## src/rtl/core_shell_pkg.sv

```systemverilog
/*
  Shared sizes and request types for the core shell.
  The register file is fixed at 32 x 32 bits with x0 reading zero.
*/
`default_nettype none

package core_shell_pkg;

  // Register file geometry
  localparam int unsigned NumRegs  = 32;
  localparam int unsigned RegAddrW = 5;
  localparam int unsigned RegDataW = 32;

  // Cycles the shadow copy trails the main copy
  localparam int unsigned LockstepDelay = 2;

  typedef struct packed {
    logic                we;
    logic [RegAddrW-1:0] addr;
    logic [RegDataW-1:0] data;
  } rf_wr_req_t;

  typedef struct packed {
    logic [RegAddrW-1:0] addr_a;
    logic [RegAddrW-1:0] addr_b;
  } rf_rd_req_t;

  typedef struct packed {
    logic [RegDataW-1:0] data_a;
    logic [RegDataW-1:0] data_b;
  } rf_rd_data_t;

endpackage

`default_nettype wire
```

## src/rtl/core_shell.sv

```systemverilog
/*
  Core shell top with run/sleep control, register file and lockstep check.
  Register writes are dropped while the clock enable is low.
*/
`timescale 1ns/10ps
`default_nettype none

module core_shell (
  input  logic                        clk_i,
  input  logic                        rst_ni,
  input  logic                        fetch_enable_i,
  input  logic                        core_busy_i,
  input  logic                        irq_pending_i,
  input  logic                        irq_nm_i,
  input  logic                        debug_req_i,
  input  core_shell_pkg::rf_wr_req_t  rf_wr_i,
  input  core_shell_pkg::rf_rd_req_t  rf_rd_i,
  output core_shell_pkg::rf_rd_data_t rf_rd_data_o,
  output logic                        core_sleep_o,
  output logic                        alert_minor_o
);

  logic                       clk_en;
  core_shell_pkg::rf_wr_req_t rf_wr_gated;

  sleep_ctrl u_sleep_ctrl (
    .clk_i          (clk_i),
    .rst_ni         (rst_ni),
    .fetch_enable_i (fetch_enable_i),
    .core_busy_i    (core_busy_i),
    .irq_pending_i  (irq_pending_i),
    .irq_nm_i       (irq_nm_i),
    .debug_req_i    (debug_req_i),
    .clk_en_o       (clk_en),
    .core_sleep_o   (core_sleep_o)
  );

  // Stands in for the clock gate
  assign rf_wr_gated = core_shell_pkg::rf_wr_req_t'{
    we:   rf_wr_i.we & clk_en,
    addr: rf_wr_i.addr,
    data: rf_wr_i.data
  };

  ////////////////////////////////////////////////////////////////////////////
  // Main register file and its lockstep shadow
  ////////////////////////////////////////////////////////////////////////////

  reg_file u_reg_file (
    .clk_i     (clk_i),
    .rst_ni    (rst_ni),
    .wr_i      (rf_wr_gated),
    .rd_i      (rf_rd_i),
    .rd_data_o (rf_rd_data_o)
  );

  lockstep_check u_lockstep_check (
    .clk_i         (clk_i),
    .rst_ni        (rst_ni),
    .wr_i          (rf_wr_gated),
    .rd_i          (rf_rd_i),
    .rd_data_i     (rf_rd_data_o),
    .alert_minor_o (alert_minor_o)
  );

endmodule

`default_nettype wire

```

## src/rtl/lockstep_check.sv

```systemverilog
/*
  Lockstep check with a shadow register file fed LockstepDelay cycles late.
  Main read data is delayed by the same amount and compared.
  alert_minor_o pulses one cycle after each mismatch.
*/
`timescale 1ns/10ps
`default_nettype none

module lockstep_check (
  input  logic                        clk_i,
  input  logic                        rst_ni,
  input  core_shell_pkg::rf_wr_req_t  wr_i,
  input  core_shell_pkg::rf_rd_req_t  rd_i,
  input  core_shell_pkg::rf_rd_data_t rd_data_i,
  output logic                        alert_minor_o
);

  core_shell_pkg::rf_wr_req_t  wr_dly;
  core_shell_pkg::rf_rd_req_t  rd_dly;
  core_shell_pkg::rf_rd_data_t rd_data_dly;
  core_shell_pkg::rf_rd_data_t shadow_rd_data;
  logic                        mismatch;
  logic                        alert_q;

  ////////////////////////////////////////////////////////////////////////////
  // Delayed copies of the main traffic
  ////////////////////////////////////////////////////////////////////////////

  lockstep_delay #(.payload_t(core_shell_pkg::rf_wr_req_t)) u_wr_delay (
    .clk_i  (clk_i),
    .rst_ni (rst_ni),
    .data_i (wr_i),
    .data_o (wr_dly)
  );

  lockstep_delay #(.payload_t(core_shell_pkg::rf_rd_req_t)) u_rd_delay (
    .clk_i  (clk_i),
    .rst_ni (rst_ni),
    .data_i (rd_i),
    .data_o (rd_dly)
  );

  lockstep_delay #(.payload_t(core_shell_pkg::rf_rd_data_t)) u_rd_data_delay (
    .clk_i  (clk_i),
    .rst_ni (rst_ni),
    .data_i (rd_data_i),
    .data_o (rd_data_dly)
  );

  // Shadow copy
  reg_file u_shadow_rf (
    .clk_i     (clk_i),
    .rst_ni    (rst_ni),
    .wr_i      (wr_dly),
    .rd_i      (rd_dly),
    .rd_data_o (shadow_rd_data)
  );

  assign mismatch = (shadow_rd_data != rd_data_dly);

  always_ff @(posedge clk_i or negedge rst_ni) begin
    if (!rst_ni) begin
      alert_q <= 1'b0;
    end else begin
      alert_q <= mismatch;
    end
  end

  assign alert_minor_o = alert_q;

endmodule

`default_nettype wire

```

## src/rtl/lockstep_delay.sv

```systemverilog
/*
  Fixed delay line of LockstepDelay stages for any packed payload.
  Stages reset to zero, so a delayed request starts out inactive.
*/
`timescale 1ns/10ps
`default_nettype none

module lockstep_delay #(
  parameter type payload_t = logic
) (
  input  logic     clk_i,
  input  logic     rst_ni,
  input  payload_t data_i,
  output payload_t data_o
);

  localparam int unsigned Depth = core_shell_pkg::LockstepDelay;

  payload_t [Depth-1:0] stage_q;

  always_ff @(posedge clk_i or negedge rst_ni) begin
    if (!rst_ni) begin
      stage_q <= '0;
    end else begin
      stage_q[0] <= data_i;
      for (int i = 1; i < Depth; i++) begin
        stage_q[i] <= stage_q[i-1];
      end
    end
  end

  // Oldest stage
  assign data_o = stage_q[Depth-1];

endmodule

`default_nettype wire

```

## src/rtl/reg_file.sv

```systemverilog
/*
  Flip-flop register file, two combinational read ports, one write port.
  Address 0 always reads zero and ignores writes.
*/
`timescale 1ns/10ps
`default_nettype none

module reg_file (
  input  logic                        clk_i,
  input  logic                        rst_ni,
  input  core_shell_pkg::rf_wr_req_t  wr_i,
  input  core_shell_pkg::rf_rd_req_t  rd_i,
  output core_shell_pkg::rf_rd_data_t rd_data_o
);

  logic [core_shell_pkg::NumRegs-1:0][core_shell_pkg::RegDataW-1:0] rf_q;

  // x0 is a constant
  assign rf_q[0] = '0;

  for (genvar i = 1; i < core_shell_pkg::NumRegs; i++) begin : gen_regs
    logic                              we;
    logic [core_shell_pkg::RegDataW-1:0] reg_q;

    assign we = wr_i.we && (wr_i.addr == core_shell_pkg::RegAddrW'(i));

    always_ff @(posedge clk_i or negedge rst_ni) begin
      if (!rst_ni) begin
        reg_q <= '0;
      end else if (we) begin
        reg_q <= wr_i.data;
      end
    end

    assign rf_q[i] = reg_q;
  end

  ////////////////////////////////////////////////////////////////////////////
  // Read ports
  ////////////////////////////////////////////////////////////////////////////

  assign rd_data_o = core_shell_pkg::rf_rd_data_t'{
    data_a: rf_q[rd_i.addr_a],
    data_b: rf_q[rd_i.addr_b]
  };

endmodule

`default_nettype wire

```

## src/rtl/sleep_ctrl.sv

```systemverilog
/*
  Run or sleep control for the core shell.
  Fetch enable is captured once and only cleared by reset.
  The busy flag acts one cycle late, the wake sources act at once.
*/
`timescale 1ns/10ps
`default_nettype none

module sleep_ctrl (
  input  logic clk_i,
  input  logic rst_ni,
  input  logic fetch_enable_i,
  input  logic core_busy_i,
  input  logic irq_pending_i,
  input  logic irq_nm_i,
  input  logic debug_req_i,
  output logic clk_en_o,
  output logic core_sleep_o
);

  // RUN and SLEEP also hold the registered busy flag
  typedef enum logic [1:0] {
    OFF   = 2'd0,
    RUN   = 2'd1,
    SLEEP = 2'd2
  } state_e;

  state_e state_q, state_d;
  logic   fetch_seen;
  logic   wake;

  assign fetch_seen = (state_q != OFF) || fetch_enable_i;
  assign wake       = irq_pending_i | irq_nm_i | debug_req_i;

  always_comb begin
    state_d = OFF;
    if (fetch_seen) begin
      state_d = core_busy_i ? RUN : SLEEP;
    end
  end

  always_ff @(posedge clk_i or negedge rst_ni) begin
    if (!rst_ni) begin
      state_q <= OFF;
    end else begin
      state_q <= state_d;
    end
  end

  always_comb begin
    case (state_q)
      RUN:     clk_en_o = 1'b1;
      SLEEP:   clk_en_o = wake;
      default: clk_en_o = 1'b0;
    endcase
  end

  assign core_sleep_o = ~clk_en_o;

endmodule

`default_nettype wire

```

## config.mk

```make
export PLATFORM = sky130hd
export DESIGN_NAME = core_shell
export DESIGN_NICKNAME = d
export VERILOG_FILES = /design/src/rtl/core_shell_pkg.sv /design/src/rtl/core_shell.sv /design/src/rtl/lockstep_check.sv /design/src/rtl/lockstep_delay.sv /design/src/rtl/reg_file.sv /design/src/rtl/sleep_ctrl.sv
export SDC_FILE = /design/constraint.sdc
export NUM_CORES = 2
export LEC_CHECK = 0
export BUFFER_PORTS_ARGS = -buffer_cell sky130_fd_sc_hd__buf_2
export CORE_ASPECT_RATIO = 0.5
export CORE_MARGIN = 2
export CORE_UTILIZATION = 45
export DETAILED_ROUTE_END_ITERATION = 7
export PLACE_DENSITY = 0.66
export SYNTH_ARGS = -nofsm -noshare
export SYNTH_HDL_FRONTEND = slang
export SYNTH_HIERARCHICAL = 1
export SYNTH_SLANG_ARGS = --single-unit
```

## constraint.sdc

```tcl
create_clock -name clk_i -period 3.6 [get_ports clk_i]
set_clock_uncertainty 0.1 [all_clocks]
set_input_delay 0.36 -clock clk_i [delete_from_list [all_inputs] [get_ports clk_i]]
set_output_delay 0.36 -clock clk_i [all_outputs]
set_load 0.01 [all_outputs]
```

# == Yosys cells after proc, flatten, opt, wreduce, memory -nomap -nowiden ==
# Index checks and enable logic that the tools add are counted.
# W data, S select, Z words.
# classes
magnitude_cmp,4
n_eq_ne,65
muxes,11
n_bitwise,4
n_reduce_logical,64
# ops
op,count
$bmux W32 S5,4
$eq A5 B5 Y1 const B,32
$mux W32,4
$eq A5 B4 Y1 const B,16
$ne A64 B64 Y1,1
$logic_and A1 B1 Y1,62
$eq A5 B3 Y1 const B,8
$lt A5 B6 Y1 const B,4
$eq A5 B2 Y1 const B,4
$eq A5 B1 Y1 const B,2
$mux W2,2
$eq A2 B1 Y1 const B,1
$eq A2 B2 Y1 const B,1
$or A1 B1 Y1,2
$pmux W1 S2,1
$reduce_bool A2 Y1,1
$and A1 B1 Y1,1
$logic_or A1 B1 Y1,1
$not A1 Y1,1
# totals
reg_bits,2211
input_bits,55
out_inout_bits,66
word_cells,226

# == Longest topological paths before layout ==
# depth
ltp_word,5
ltp_mapped,14
ltp_nobuf,9

# == Cells and area by module ==
# The synthesis kept the hierarchy.
# by_module_without_submodules
mod,n_inst,cells_per_inst,area_per_inst_um2,seq_area_each_um2
reg_file,2,3639,53203.5,24823.8
lockstep_delay at u_lockstep_check.u_rd_data_delay,1,192,3683.5,3203.1
lockstep_delay at u_lockstep_check.u_wr_delay,1,114,2187.1,1901.8
lockstep_check,1,86,716.9,25.0
lockstep_delay at u_lockstep_check.u_rd_delay,1,30,575.6,500.5
sleep_ctrl,1,13,132.6,50.0
core_shell,1,1,6.3,0.0

# == Worst setup path before layout ==
# No wires, ideal clock.
# synth_timing
path_type,reg2reg
start,register u_lockstep_check.u_rd_delay.stage_q (netlist bit u_lockstep_check/u_rd_delay/data_o[0])
end,register u_lockstep_check.alert_q (netlist: u_lockstep_check/alert_minor_o)
setup_ps,140
t_arrival_ps,2452
t_required_ps,3360
slack_ps,908
path_stages_with_launch,13
path_cell_list,dfrtp_1 buf_4 buf_4 buf_6 buf_2 mux4_2 a22o_1 o21ai_1 o31ai_1 xnor2_1 nand4_1 nor4_1 nand4_1
# synth_lines
element,line_no,rtl
from (decl),lockstep_delay.sv:19,payload_t [Depth-1:0] stage_q;
"from (signal, indexed assignment)",lockstep_delay.sv:27,stage_q[i] <= stage_q[i-1];
to (signal assigned),lockstep_check.sv:65,alert_q <= mismatch;
to (decl),lockstep_check.sv:23,logic alert_q;

==> metrics.md <==
| Metric | Value |
|---|---|
| Outcome | finished clean |
| Startpoint Class | flip-flop |
| CP max FO | 14 |
| Post-Synthesis Cells | 7714 |
| Crit-path cells | buf_12 > buf_12 > buf_12 > buf_12 > mux4_2 > a22o_1 > o21ai_1 > o31ai_1 > buf_4 > xnor2_1 > nand4_1 > nor4_1 > nand4_1 |
| Initial Util | 45.3% |
| Buffers added on ports | 120 |
| Commonest non-fill, non-tap cell in the layout | dfrtp_1 |
| Syn-to-layout area delta | 13.3% |
| Crit path capture type | flip-flop |
| Final net count | 7767 |
| CTS Buf Count | 216 |
| Worst skew pair latency | 0.89 ns |
| Yosys top cell area share | 48.7% |
| CP top delay family | buffers and inverters |
| # DRC | 0 |
| Commonest cells after routing, fill and taps aside | 2201 x dfrtp_1, 1902 x mux2_2, 768 x mux4_2, 384 x a22o_1, 367 x buf_4 |
| Layout cell share with drive strength beyond 1 | 48.4% |
| Largest area contributor in the synthesized netlist | dfrtp_1 |
| Cell Area, Synth | 114000 um^2 |
| Vias in the first global route | 73400 |
| CP max stage delay | 0.52 ns |
| Hpwl dp | 223000 um |
| Synth warn | 6 |
| Mapped Avg Cell Area | 14.7 um^2 |
| CP bufs+invs | 5 |
| Routed wire per std cell | 32.3 um |
| Die height | 359 um |
| Hold slack | 0.0323 ns |
| Fin. max-slew vios | 0 |
| Fin area | 129000 um^2 |
| Clock root cell | clkbuf_16 |
| Vias | 73100 |
| Critical path data required time | 4.23 ns |
| Maximum VDD drop | 0.378 mV |
| Post-Route Setup TNS | 0 ns |
| Slowest cell on the critical path | dfrtp_4 |
| CTS clk-pin slew, worst paths | 0.07 ns |
| Max Freq | 0.279 GHz |
| Total grt overflow | 0 |
| Die span in x | 715 um |
| Most used cell, CP | buf_12 |
| MaxCap Viol Count | 0 |
| Critical path class | reg -> reg |
| Row count | 130 |
| Top cells by area, synth | dfrtp_1 49%, mux2_2 19%, mux4_2 15% |
| Worst min-delay path class | in -> reg |
| CTS sink count | 2211 |
| Arrival time at the worst endpoint | 4.21 ns |
| Pin count of the biggest net entering global routing | 125 |
| Initial antenna violation count | 20 |
| First-pass GRT wire length | 527000 um |
| CTS tree | built |
| Max-Slew Margin vs Limit | 8.81% |
| Fin crit share | 99.4% |
| Fillers | 20900 |
| Total GRT Usage | 27.8% |
| 1st-iter DRT viols | 7848 |
| Pre-CTS WS | -0.309 ns |
| Die ar. | 257000 um^2 |
| Final hold vios | 0 |
| Tmin final | 3.58 ns |
| Maximum root-to-sink buffer count | 4 |
| Gpl congestion | 0.883 |
| DRT Pass-1 Iters | 7 |
| Placement-stage cell area | 120000 um^2 |
| Flops & latches, synth | 2211 |
| Vias/cell | 6.49 |
| Worst slew pin tran | 1.36 ns |
| Post-route worst setup slack | 0.0221 ns |
| I/O pin cnt | 121 |
| Core Region | 251000 um^2 |
| Leakage | 59.1 nW |
| DRT antenna net count | 0 |
| Routed wire length | 363000 um |
| H-tree Lvls | 4 |
| Synth cell types | 37 |
| PwrDens | 480 nW/um^2 |
| # setup viols final | 0 |
| Syn_nets | 7772 |
| Seq/Total Area, Yosys | 48.7% |
path summary, 6_finish.rpt:
| kind | from | to | slack [ns] | cells past startpoint |
|---|---|---|---|---|
| hold reg to reg | u_lockstep_check/u_rd_data_delay/stage_q[15] | u_lockstep_check/u_rd_data_delay/data_o[15] | 0.24 | 0 |
| max in group asynchronous | rst_ni | u_reg_file/gen_regs[1].reg_q[21] | 2.31 | 3 |
| min in group asynchronous | rst_ni | u_reg_file/gen_regs[28].reg_q[4] | 0.24 | 3 |
| setup reg to reg | u_lockstep_check/u_rd_delay/data_o[6] | u_lockstep_check/alert_minor_o | 0.02 | 13 |
| hold / removal | rf_rd_i[9] | u_lockstep_check/u_rd_delay/stage_q[9] | 0.03 | 2 |
| setup / recovery | u_lockstep_check/u_rd_delay/data_o[6] | u_lockstep_check/alert_minor_o | 0.02 | 13 |
kinds of logic (layout without fill, tap and decap cells):
kind of cell / Yosys count / count (layout) / synth area share (%)
other: 0 / 9 / 0
buffers and inverters: 935 / 1102 / 4.10
xor gates and xnor gates: 64 / 64 / 0.493
AOI/OAI and AO/OA: 901 / 901 / 5.95
adders and majority gates: 3 / 3 / 0.0330
DFF: 2211 / 2211 / 48.7
muxes: 3200 / 3200 / 38.9
and+or+nand+nor: 400 / 400 / 1.82
where the power goes:
part | total [W] | leakage (nW) | internal [W] | switching (W)
sequential | 0.0289 | 30.0 | 0.0270 | 0.00193
combinational | 0.00857 | 25.5 | 0.00448 | 0.00409
clock | 0.0244 | 3.66 | 0.0142 | 0.0102
total | 0.0619 | 59.1 | 0.0456 | 0.0163
cells in the mapped netlist (all sizes together):
library cell     n
dfrtp         2211
mux2          2112
mux4           768
buf            500
clkbuf         428
a22o           384
mux2i          320
nand2          158
o21ai          129
a211oi         128
o22ai          128
o31ai          128
and2            69
and3            64
xnor2           64
nor2            30
nor2b           20
nand4           19
nand2b          10
inv              7
nand4b           6
nor3             6
nor4             6
or3              6
nor3b            4
ha               3
nand3            2
a21boi           1
a21oi            1
o21a             1
o31a             1
layer usage:
| layer | vias to the layer above | part of all wire, % | GRT usage (%) |
|---|---|---|---|
| met5 | - | 0.011 | 0 |
| met4 | 6 | 4.4 | 10.4 |
| met3 | 869 | 9.4 | 6.94 |
| met2 | 3411 | 45 | 41.9 |
| met1 | 39400 | 41 | 38.9 |
| li1 | 29400 | - | - |
timing repair:
action,4_1_cts,5_1_grt
setup endpoints to repair,1,2
buffers inserted,12,29
hold endpoints to repair,1177,0
hold buffers,51,0
pin swaps,7,14
cloned,3,9
gates resized for setup,10,49
flip-flops by register name (all words and copies together) (netlist names):
name / flops
u_lockstep_check/u_rd_delay/data_o: 10
u_lockstep_check/alert_minor_o: 1
u_lockstep_check/u_wr_delay/data_o: 38
u_lockstep_check/u_rd_data_delay/stage_q: 64
u_lockstep_check/u_shadow_rf/gen_regs.reg_q: 992
u_lockstep_check/u_wr_delay/stage_q: 38
u_lockstep_check/u_rd_delay/stage_q: 10
u_lockstep_check/u_rd_data_delay/data_o: 64
u_reg_file/gen_regs.reg_q: 992
u_sleep_ctrl/state_q: 2
stage by stage:
step                      utilization [%]  instances  total power, W
after floorplan                         -       7714          0.0342
after CTS                            51.0      11200          0.0620
after global routing                 51.3      11200          0.0640
final                                51.3      11300          0.0619
after global placement               47.7      10800          0.0374
after detailed placement             47.7      10800          0.0376
final cells by class:
type,instances,area [um^2],share of cell area (%)
inverter,7,28.8,0.0223
sequential,2211,55400,43.0
tap,3366,4210,3.27
clock buffer,301,6280,4.87
timing repair buffer,705,7410,5.75
antenna,9,22.5,0.0175
multi-input combinational,4568,54300,42.2
clock inverter,89,1220,0.948
No activity file was read; power rests on OpenSTA's default activity.
